### config.mk
export PLATFORM = sky130hd
export DESIGN_NAME = pov_display_top
export DESIGN_NICKNAME = d
export VERILOG_FILES = /design/src/hdl/pov_pkg.sv /design/src/hdl/pov_display_top.sv /design/src/hdl/led_shifter.sv /design/src/hdl/slice_fetch.sv /design/src/hdl/column_mem.sv /design/src/hdl/pov_config.sv /design/src/hdl/hall_sensor.sv
export VERILOG_INCLUDE_DIRS = /design/src /design/src/hdl
export SDC_FILE = /design/constraint.sdc
export NUM_CORES = 2
export LEC_CHECK = 0
export BUFFER_PORTS_ARGS = -buffer_cell sky130_fd_sc_hd__buf_4
export CORE_ASPECT_RATIO = 2
export CORE_MARGIN = 2
export CORE_UTILIZATION = 35
export CTS_BUF_LIST = sky130_fd_sc_hd__clkbuf_8
export CTS_CLUSTER_DIAMETER = 150
export DETAILED_ROUTE_END_ITERATION = 10
export GPL_TIMING_DRIVEN = 0
export PLACE_DENSITY = 0.53
export RECOVER_POWER = 50
export SETUP_SLACK_MARGIN = 0.5
export SYNTH_ARGS = -nofsm -noshare
export SYNTH_HDL_FRONTEND = slang
export SYNTH_MEMORY_MAX_BITS = 65536
export SYNTH_SLANG_ARGS = --single-unit
export TNS_END_PERCENT = 30
### constraint.sdc
create_clock -name clk -period 87.8 [get_ports clk]
set_input_delay 4.39 -clock clk [delete_from_list [all_inputs] [get_ports clk]]
set_output_delay 4.39 -clock clk [all_outputs]
set_load 0.02 [all_outputs]
### src/hdl/pov_defines.svh
`ifndef POV_DEFINES_SVH
`define POV_DEFINES_SVH

// System clock frequency in Hz, used to turn a half-turn length into a speed
`define POV_CLOCK_HZ 32'd66_000_000

// Each half turn is cut into this many angular slices
`define POV_SLICES_HALF 128

// LEDs on the arm, one pixel bit each
`define POV_NUM_LEDS 16

// Columns buffered in the LED shifter, which is also the starting credit count
`define POV_FIFO_DEPTH 2

// Host register map
`define POV_REG_CTRL    2'd0
`define POV_REG_OFFSET  2'd1
`define POV_REG_DROPPED 2'd2
`define POV_REG_SPEED   2'd3

`endif
### src/hdl/pov_pkg.sv
`default_nettype none

`include "pov_defines.svh"

package pov_pkg;

    // Slice index over a full turn
    // The upper bit tells which half turn the slice belongs to
    typedef logic [$clog2(2 * `POV_SLICES_HALF)-1:0] slice_t;

    // One image column with one bit per LED
    // Bit 15 is shifted out first
    typedef logic [`POV_NUM_LEDS-1:0] column_t;

    // Host register address
    typedef logic [1:0] reg_addr_t;

    // Host register data
    typedef logic [15:0] reg_data_t;

endpackage

`default_nettype wire

### src/hdl/pov_display_top.sv
`timescale 1ns/10ps
`default_nettype none

module pov_display_top (
    input  wire                     clk,
    input  wire                     nrst,
    input  wire                     hall_1,
    input  wire                     hall_2,
    input  wire                     reg_wr,
    input  wire pov_pkg::reg_addr_t reg_addr,
    input  wire pov_pkg::reg_data_t reg_wdata,
    input  wire                     mem_wr,
    input  wire pov_pkg::slice_t    mem_addr,
    input  wire pov_pkg::column_t   mem_wdata,
    output pov_pkg::reg_data_t      reg_rdata,
    output logic                    led_sdo,
    output logic                    led_sck,
    output logic                    led_latch
);

    import pov_pkg::*;

    // Sensor side
    slice_t    slice_cnt;
    logic      position_sync;
    reg_data_t speed_data;

    // Register side
    logic      enable;
    slice_t    slice_offset;
    logic      drop;

    // Memory read path
    logic      rd_en;
    slice_t    rd_addr;
    column_t   rd_data;

    // Column handshake to the shifter
    logic      col_valid;
    column_t   col_data;
    logic      credit;

    hall_sensor u_hall_sensor (
        .clk           (clk),
        .nrst          (nrst),
        .hall_1        (hall_1),
        .hall_2        (hall_2),
        .slice_cnt     (slice_cnt),
        .position_sync (position_sync),
        .speed_data    (speed_data)
    );

    pov_config u_pov_config (
        .clk          (clk),
        .nrst         (nrst),
        .reg_wr       (reg_wr),
        .reg_addr     (reg_addr),
        .reg_wdata    (reg_wdata),
        .drop         (drop),
        .speed_data   (speed_data),
        .reg_rdata    (reg_rdata),
        .enable       (enable),
        .slice_offset (slice_offset)
    );

    column_mem u_column_mem (
        .clk       (clk),
        .mem_wr    (mem_wr),
        .mem_addr  (mem_addr),
        .mem_wdata (mem_wdata),
        .rd_en     (rd_en),
        .rd_addr   (rd_addr),
        .rd_data   (rd_data)
    );

    slice_fetch u_slice_fetch (
        .clk           (clk),
        .nrst          (nrst),
        .position_sync (position_sync),
        .slice_cnt     (slice_cnt),
        .enable        (enable),
        .slice_offset  (slice_offset),
        .rd_data       (rd_data),
        .credit        (credit),
        .rd_en         (rd_en),
        .rd_addr       (rd_addr),
        .col_valid     (col_valid),
        .col_data      (col_data),
        .drop          (drop)
    );

    led_shifter u_led_shifter (
        .clk       (clk),
        .nrst      (nrst),
        .col_valid (col_valid),
        .col_data  (col_data),
        .credit    (credit),
        .led_sdo   (led_sdo),
        .led_sck   (led_sck),
        .led_latch (led_latch)
    );

endmodule

`default_nettype wire

### src/hdl/led_shifter.sv
`timescale 1ns/10ps
`default_nettype none

`include "pov_defines.svh"

module led_shifter (
    input  wire                   clk,
    input  wire                   nrst,
    input  wire                   col_valid,
    input  wire pov_pkg::column_t col_data,
    output logic                  credit,
    output logic                  led_sdo,
    output logic                  led_sck,
    output logic                  led_latch
);

    import pov_pkg::*;

    localparam int DEPTH    = `POV_FIFO_DEPTH;
    localparam int PTR_BITS = (DEPTH > 1) ? $clog2(DEPTH) : 1;
    localparam int CNT_BITS = $clog2(DEPTH + 1);
    localparam int BIT_BITS = $clog2(`POV_NUM_LEDS);

    // The latch cycle may also pop the next column
    typedef enum logic [1:0] {ST_IDLE, ST_SHIFT, ST_LATCH} shift_state_t;

    column_t             fifo_mem [DEPTH];
    logic [PTR_BITS-1:0] wr_ptr;
    logic [PTR_BITS-1:0] rd_ptr;
    logic [CNT_BITS-1:0] fifo_cnt;
    logic                pop;
    shift_state_t        state;
    column_t             shift_reg;
    logic [BIT_BITS-1:0] bit_cnt;
    logic                phase;

    assign pop = (state != ST_SHIFT) && (fifo_cnt != '0);

    // FIFO storage without reset
    always_ff @(posedge clk) begin
        if (col_valid) begin
            fifo_mem[wr_ptr] <= col_data;
        end
    end

    // FIFO pointers and fill level
    always_ff @(posedge clk or negedge nrst) begin
        if (!nrst) begin
            wr_ptr   <= '0;
            rd_ptr   <= '0;
            fifo_cnt <= '0;
        end else begin
            if (col_valid) begin
                wr_ptr <= (wr_ptr == PTR_BITS'(DEPTH - 1)) ? '0 : wr_ptr + 1'b1;
            end
            if (pop) begin
                rd_ptr <= (rd_ptr == PTR_BITS'(DEPTH - 1)) ? '0 : rd_ptr + 1'b1;
            end
            case ({col_valid, pop})
                2'b10:   fifo_cnt <= fifo_cnt + 1'b1;
                2'b01:   fifo_cnt <= fifo_cnt - 1'b1;
                default: fifo_cnt <= fifo_cnt;
            endcase
        end
    end

    // Serializer FSM with two cycles per bit
    always_ff @(posedge clk or negedge nrst) begin
        if (!nrst) begin
            state   <= ST_IDLE;
            bit_cnt <= '0;
            phase   <= 1'b0;
        end else begin
            case (state)
                ST_SHIFT: begin
                    phase <= ~phase;
                    if (phase) begin
                        if (bit_cnt == BIT_BITS'(`POV_NUM_LEDS - 1)) begin
                            state <= ST_LATCH;
                        end else begin
                            bit_cnt <= bit_cnt + 1'b1;
                        end
                    end
                end
                default: begin
                    if (pop) begin
                        state   <= ST_SHIFT;
                        bit_cnt <= '0;
                        phase   <= 1'b0;
                    end else begin
                        state <= ST_IDLE;
                    end
                end
            endcase
        end
    end

    // Column shift register, MSB first, advanced after the high clock phase
    always_ff @(posedge clk) begin
        if (pop) begin
            shift_reg <= fifo_mem[rd_ptr];
        end else if (state == ST_SHIFT && phase) begin
            shift_reg <= {shift_reg[$bits(column_t)-2:0], 1'b0};
        end
    end

    assign led_sdo   = shift_reg[$bits(column_t)-1];
    assign led_sck   = (state == ST_SHIFT) && phase;
    assign led_latch = (state == ST_LATCH);
    // The column is done, so its slot is handed back in the latch cycle
    assign credit    = (state == ST_LATCH);

    // Credit flow control upstream must keep the FIFO from overflowing
    a_no_push_when_full : assert property (
        @(posedge clk) disable iff (!nrst) col_valid |-> fifo_cnt != CNT_BITS'(DEPTH)
    );

endmodule

`default_nettype wire

### src/hdl/slice_fetch.sv
`timescale 1ns/10ps
`default_nettype none

`include "pov_defines.svh"

module slice_fetch (
    input  wire                   clk,
    input  wire                   nrst,
    input  wire                   position_sync,
    input  wire pov_pkg::slice_t  slice_cnt,
    input  wire                   enable,
    input  wire pov_pkg::slice_t  slice_offset,
    input  wire pov_pkg::column_t rd_data,
    input  wire                   credit,
    output logic                  rd_en,
    output pov_pkg::slice_t       rd_addr,
    output logic                  col_valid,
    output pov_pkg::column_t      col_data,
    output logic                  drop
);

    import pov_pkg::*;

    localparam int DEPTH = `POV_FIFO_DEPTH;
    localparam int CW    = $clog2(DEPTH + 1);

    logic [CW-1:0] credit_cnt;
    // Pushes already decided but not yet taken off the credit count
    logic [CW:0]   in_flight;
    logic          grant;
    slice_t        rot_addr;

    // Rotation by the programmed offset wraps around the full turn
    assign rot_addr = slice_cnt + slice_offset;

    // A read in progress and a push in this cycle both still hold a credit
    assign in_flight = (CW + 1)'(rd_en) + (CW + 1)'(col_valid);
    assign grant     = ({1'b0, credit_cnt} > in_flight);

    // Read request or drop in the cycle after the sync
    always_ff @(posedge clk or negedge nrst) begin
        if (!nrst) begin
            rd_en <= 1'b0;
            drop  <= 1'b0;
        end else begin
            rd_en <= position_sync & enable & grant;
            drop  <= position_sync & enable & ~grant;
        end
    end

    // Read address is only loaded on a sync
    always_ff @(posedge clk) begin
        if (position_sync) begin
            rd_addr <= rot_addr;
        end
    end

    // Push follows the read by one cycle, when the memory data arrives
    always_ff @(posedge clk or negedge nrst) begin
        if (!nrst) begin
            col_valid <= 1'b0;
        end else begin
            col_valid <= rd_en;
        end
    end

    // Memory output register holds the column during the push cycle
    assign col_data = rd_data;

    // Credit counter
    // A push and a returned credit in one cycle cancel out
    always_ff @(posedge clk or negedge nrst) begin
        if (!nrst) begin
            credit_cnt <= CW'(DEPTH);
        end else begin
            case ({col_valid, credit})
                2'b10:   credit_cnt <= credit_cnt - 1'b1;
                2'b01:   credit_cnt <= credit_cnt + 1'b1;
                default: credit_cnt <= credit_cnt;
            endcase
        end
    end

    // The shifter never returns more credits than it was given
    a_credit_bound : assert property (
        @(posedge clk) disable iff (!nrst) credit_cnt <= CW'(DEPTH)
    );

    // Every push must be covered by a credit taken at the sync two cycles earlier
    a_push_has_credit : assert property (
        @(posedge clk) disable iff (!nrst) col_valid |-> credit_cnt != '0
    );

endmodule

`default_nettype wire

### src/hdl/column_mem.sv
`timescale 1ns/10ps
`default_nettype none

`include "pov_defines.svh"

module column_mem (
    input  wire                   clk,
    input  wire                   mem_wr,
    input  wire pov_pkg::slice_t  mem_addr,
    input  wire pov_pkg::column_t mem_wdata,
    input  wire                   rd_en,
    input  wire pov_pkg::slice_t  rd_addr,
    output pov_pkg::column_t      rd_data
);

    import pov_pkg::*;

    // One column per slice of a full turn
    localparam int DEPTH = 2 * `POV_SLICES_HALF;

    // Image storage
    column_t mem [DEPTH];

    // Host write port
    always_ff @(posedge clk) begin
        if (mem_wr) begin
            mem[mem_addr] <= mem_wdata;
        end
    end

    // Synchronous read port with data one cycle after rd_en
    // A read of the address being written returns the old column
    always_ff @(posedge clk) begin
        if (rd_en) begin
            rd_data <= mem[rd_addr];
        end
    end

endmodule

`default_nettype wire

### src/hdl/pov_config.sv
`timescale 1ns/10ps
`default_nettype none

`include "pov_defines.svh"

module pov_config (
    input  wire                     clk,
    input  wire                     nrst,
    input  wire                     reg_wr,
    input  wire pov_pkg::reg_addr_t reg_addr,
    input  wire pov_pkg::reg_data_t reg_wdata,
    input  wire                     drop,
    input  wire pov_pkg::reg_data_t speed_data,
    output pov_pkg::reg_data_t      reg_rdata,
    output logic                    enable,
    output pov_pkg::slice_t         slice_offset
);

    import pov_pkg::*;

    // Slices lost because the shifter had no room
    reg_data_t dropped_cnt;

    // Control and offset registers
    always_ff @(posedge clk or negedge nrst) begin
        if (!nrst) begin
            enable       <= 1'b0;
            slice_offset <= '0;
        end else if (reg_wr) begin
            if (reg_addr == `POV_REG_CTRL) begin
                enable <= reg_wdata[0];
            end
            if (reg_addr == `POV_REG_OFFSET) begin
                slice_offset <= slice_t'(reg_wdata[$bits(slice_t)-1:0]);
            end
        end
    end

    // Any write to the dropped register clears it, whatever the data
    // A clear wins over a drop in the same cycle
    always_ff @(posedge clk or negedge nrst) begin
        if (!nrst) begin
            dropped_cnt <= '0;
        end else if (reg_wr && reg_addr == `POV_REG_DROPPED) begin
            dropped_cnt <= '0;
        end else if (drop && dropped_cnt != '1) begin
            dropped_cnt <= dropped_cnt + 1'b1;
        end
    end

    // Read mux with speed as a read-only input
    always_comb begin
        case (reg_addr)
            `POV_REG_CTRL:    reg_rdata = reg_data_t'(enable);
            `POV_REG_OFFSET:  reg_rdata = reg_data_t'(slice_offset);
            `POV_REG_DROPPED: reg_rdata = dropped_cnt;
            `POV_REG_SPEED:   reg_rdata = speed_data;
            default:          reg_rdata = '0;
        endcase
    end

endmodule

`default_nettype wire

### src/hdl/hall_sensor.sv
`timescale 1ns/10ps
`default_nettype none

`include "pov_defines.svh"

module hall_sensor (
    input  wire                clk,
    input  wire                nrst,
    input  wire                hall_1,
    input  wire                hall_2,
    output pov_pkg::slice_t    slice_cnt,
    output logic               position_sync,
    output pov_pkg::reg_data_t speed_data
);

    import pov_pkg::*;

    localparam int HALF_BITS = $clog2(`POV_SLICES_HALF);
    localparam int TURN_BITS = 32;
    // The slice period is the half-turn length divided by the slice count
    localparam int PERIOD_BITS = TURN_BITS - HALF_BITS;

    // HALFTURN1 follows a hall_1 trigger and HALFTURN2 a hall_2 trigger
    typedef enum logic {HALFTURN1, HALFTURN2} half_turn_t;

    half_turn_t             half_turn_state;
    logic                   top;
    logic                   guard;
    logic                   top_set;
    logic [TURN_BITS-1:0]   turn_cnt;
    logic [PERIOD_BITS-1:0] slice_period;
    logic [PERIOD_BITS-1:0] slice_cycle_cnt;
    logic [HALF_BITS-1:0]   slice_half_cnt;
    logic [TURN_BITS+1:0]   speed_div;
    reg_data_t              speed_next;

    // A low sensor fires only when the guard is clear
    assign top_set = (~hall_1 | ~hall_2) & ~guard;

    // Guarded edge detector producing the one-cycle top pulse
    always_ff @(posedge clk or negedge nrst) begin
        if (!nrst) begin
            top             <= 1'b0;
            guard           <= 1'b0;
            half_turn_state <= HALFTURN1;
        end else begin
            top <= top_set;
            if (top_set) begin
                guard <= 1'b1;
                // hall_1 wins if both sensors drop together
                half_turn_state <= (~hall_1) ? HALFTURN1 : HALFTURN2;
            end else if (hall_1 & hall_2) begin
                // Both sensors released so the next magnet may fire again
                guard <= 1'b0;
            end
        end
    end

    // Half-turn length, slice period and speed, all taken at each top
    always_ff @(posedge clk or negedge nrst) begin
        if (!nrst) begin
            turn_cnt     <= '0;
            slice_period <= '0;
            speed_data   <= '0;
        end else if (top) begin
            slice_period <= turn_cnt[TURN_BITS-1:HALF_BITS];
            turn_cnt     <= TURN_BITS'(1);
            speed_data   <= speed_next;
        end else if (turn_cnt != '1) begin
            // Saturate when the wheel has stopped
            turn_cnt <= turn_cnt + 1'b1;
        end
    end

    // Two half turns per revolution, hence the doubling of N + 1
    assign speed_div  = ({2'b00, turn_cnt} + 34'd1) << 1;
    assign speed_next = reg_data_t'(34'(`POV_CLOCK_HZ) / speed_div);

    // Slice sync generator
    // The first sync of a half turn comes from top and the others from the period counter
    always_ff @(posedge clk or negedge nrst) begin
        if (!nrst) begin
            position_sync   <= 1'b0;
            slice_cycle_cnt <= '0;
            slice_half_cnt  <= '0;
        end else if (top) begin
            position_sync   <= 1'b1;
            slice_cycle_cnt <= '0;
            slice_half_cnt  <= '0;
        end else if (slice_period != '0 && !top_set
                     && slice_half_cnt != HALF_BITS'(`POV_SLICES_HALF - 1)
                     && slice_cycle_cnt == slice_period - 1'b1) begin
            // A slice sync is held back when a new top is about to start
            position_sync   <= 1'b1;
            slice_cycle_cnt <= '0;
            slice_half_cnt  <= slice_half_cnt + 1'b1;
        end else begin
            position_sync   <= 1'b0;
            slice_cycle_cnt <= slice_cycle_cnt + 1'b1;
        end
    end

    // Second half turn maps onto slices 128 to 255
    assign slice_cnt = slice_t'({half_turn_state == HALFTURN2, slice_half_cnt});

    // The sync of a top and a period sync must never collide with the top itself
    a_sync_not_on_top : assert property (
        @(posedge clk) disable iff (!nrst) !(top && position_sync)
    );

endmodule

`default_nettype wire

==> out/results.tsv <==
metric	value	unit
Worst Path Buf+Inv	81	
P&R area growth vs syn	15.99	%
clock skew	0.1283	ns
Critical Path Source	u_hall_sensor.turn_cnt[0]$_DFFE_PN0P_	
measured slew at the worst slew-check pin	7.244	ns
# DRC	0	
final hold violation count	0	
Pre-antenna DRT Iters	6	
first-pass GRT wire length	1046	mm
GRT overflow	0	
sequential cell area	128900	sq um
Mapped Cells	12450	
Post-Syn Area	202100	sq um
CP Data Required Time	88.80	ns
fillers	52590	
r2r setup slk	2.30	ns
Core Region	575300	sq um
hold_buf cts	0	
post-synthesis register bit count	4318	
Seq/Total Area, Yosys	0.6380	
H-Tree Depth	6	
Worst slew margin	-3.829	
via count	125900	
CTS tree	done	
1st-iter DRT viols	10430	
max frequency	11.70	MHz
setup violators final	0	
GRT Util Overall	0.2607	
Routed wire per std cell	35.27	um
Routed WL	767.5	mm
IO buf count	51	
Clk pin slew, worst setup/hold paths	0.08	ns
slowest cell delay on critical path	0.73	ns
CTS buffer count	635	
cell mode on critical path	buf_4	
fin. max-slew vios	4370	
row count	394	
Crit-path slowest cell	nand2_1	
Arr. time, crit path	86.50	ns
WS Path Type	register to register	
Die X	541.3	um
largest net degree at the start of global routing	153	
Synth Flop Type	edfxtp_1	
Netlist cell types	115	
R2R depth	375	
HPWL Detailed	570.9	mm
Largest Register	u_column_mem.mem	
worst skew pair latency	1.20	ns
# IOs	67	
capturing point of the worst reg2reg path	u_hall_sensor.speed_data[0]$_DFFE_PN0P_	
Final ANT Viol Nets	0	
Critical R2R Launch	u_hall_sensor.turn_cnt[0]$_DFFE_PN0P_	
asr flop ratio synth	0.03474	
Critical Path End Type	register	
total die area	583800	sq um
CP delay by family, top	compound AO/OA/AOI/OAI gates	
vias per cell	5.784	
post-layout util	0.4074	
hold crit path type	register to register	
failing checks	capacitance limit, slew limit	
fin crit share	0.9738	
height of the die	1.079	mm
clock buffer depth	5	
critical path endpoint	u_hall_sensor.speed_data[0]$_DFFE_PN0P_	
status	complete, but fails checks	
vias in the first global route	131000	
clock sink count	4318	
share of cells above drive strength 1	0.2628	
area of the multi-input gates	73290	sq um
CP startpoint kind	register	
Root Driver	clkbuf_8	
final net count	14250	
Tmin final	85.50	ns
peak fanout along the critical path	12	
path length in cells of the critical path	375	
antenna violations before repair	75	
initial core utilization	0.3513	
number of flip-flops in the largest register	4096	
# Max-Cap Violations	51	
Post-synth EDFFs	4168	
Top Registers	u_column_mem.mem x4096, u_hall_sensor.turn_cnt x32, u_led_shifter.fifo_mem x32	
GPL Wtd Cong	1.030	
Yosys warning count	0	
synthesized area per cell	16.23	sq um
stage by stage:
step / setup TNS [ns] / worst slack, ns / hold WS [ns] / instances / cell area (sq um)
after CTS: 0 / 0.5597 / 0.4135 / 21580 / 233500
after floorplan: 0 / 10.88 / 0.4026 / 12450 / 202100
final: 0 / 2.301 / 0.4071 / 21760 / 234400
after detailed placement: -166.73 / -35.64 / 0.4317 / 20410 / 219500
after global routing: -0.1318 / -0.1318 / 0.4380 / 21720 / 234300
after global placement: -230.40 / -42.44 / 0.4230 / 20030 / 211900
placed cells by master (no fill, tap or decap), types with 177 or more instances in the layout:
cell / netlist / routed
nor2_2: 1 / 273
ha_1: 548 / 533
inv_1: 215 / 411
clkbuf_8: 0 / 664
edfxtp_1: 4168 / 4168
clkbuf_1: 451 / 327
nand2_1: 625 / 609
mux4_2: 1361 / 1361
o21ai_0: 375 / 335
buf_4: 2 / 181
a21o_1: 260 / 258
buf_8: 0 / 283
xor2_1: 185 / 177
xnor2_1: 325 / 305
a21oi_1: 615 / 568
nand3_1: 206 / 202
nor2_1: 930 / 644
synth_stat cells (123+ instances only):
cell type  count  area (sq um)
a21oi_1      615          3078
o21ai_0      375          1877
nand2_1      625          2346
ha_1         548          6857
a21o_1       260          1952
mux2_2       123          1385
nand3_1      206          1031
xnor2_1      325          2846
xor2_1       185          1620
edfxtp_1    4168        125200
clkbuf_1     451          1693
inv_1        215         807.0
mux4_2      1361         30650
dfrtp_1      149          3729
nor3_1       161         805.8
nor2_1       930          3491
cell families (layout without fill, tap and decap cells):
logic type               after synthesis  in the layout  share of synthesized area
multiplexers                        1552           1552                     0.1619
other                                  1            125                 0.00001856
AND/OR/NAND/NOR                     2594           2594                    0.06066
buffers and inverters                807           2468                    0.01521
adder cells (fa/ha/maj)              549            549                    0.03403
flip-flops                          4318           4318                     0.6380
AO/OA/AOI/OAI                       2122           2122                    0.06809
XOR/XNOR                             510            510                    0.02210
how the worst min path moves through the flow:
stage | startpoint | end | slack, ns | cells past startpoint
after floorplan | u_hall_sensor.guard$_DFFE_PN0P_ | u_hall_sensor.top$_DFF_PN0_ | 0.40 | 1
after detailed placement | u_column_mem.rd_data[0]$_DFFE_PP_ | u_led_shifter.fifo_mem[0][0]$_DFFE_PP_ | 0.43 | 0
final | u_column_mem.rd_data[9]$_DFFE_PP_ | u_led_shifter.fifo_mem[1][9]$_DFFE_PP_ | 0.41 | 0
after global placement | u_column_mem.rd_data[2]$_DFFE_PP_ | u_led_shifter.fifo_mem[1][2]$_DFFE_PP_ | 0.42 | 0
after CTS | u_column_mem.rd_data[9]$_DFFE_PP_ | u_led_shifter.fifo_mem[1][9]$_DFFE_PP_ | 0.41 | 0
after global routing | u_column_mem.rd_data[9]$_DFFE_PP_ | u_led_shifter.fifo_mem[1][9]$_DFFE_PP_ | 0.44 | 0
layout make-up:
class | count | share of cell area
antenna | 123 | 0.001313
buffer | 589 | 0.01282
clock buffer | 649 | 0.03811
clock inverter | 452 | 0.01099
inverter | 218 | 0.003507
multi-input combinational | 7329 | 0.3127
sequential | 4318 | 0.5500
tap | 7524 | 0.04017
timing repair buffer | 560 | 0.03036
timing repair:
item	CTS	global route
cloned	0	0
pin swaps	54	66
resized for setup	537	280
setup buffers	69	47
setup endpoints to repair	9	3
layer usage:
| layer | up-vias | track usage | part of all wire |
|---|---|---|---|
| li1 | 52930 | - | - |
| met1 | 65070 | 0.2304 | 0.29 |
| met2 | 5269 | 0.4882 | 0.54 |
| met3 | 2582 | 0.04673 | 0.052 |
| met4 | 24 | 0.2478 | 0.12 |
| met5 | - | 0 | 0.00021 |
Power is left out: the tool's default activity adds up to more than one toggle a clock period on the data nets, which glitch-free logic cannot reach.
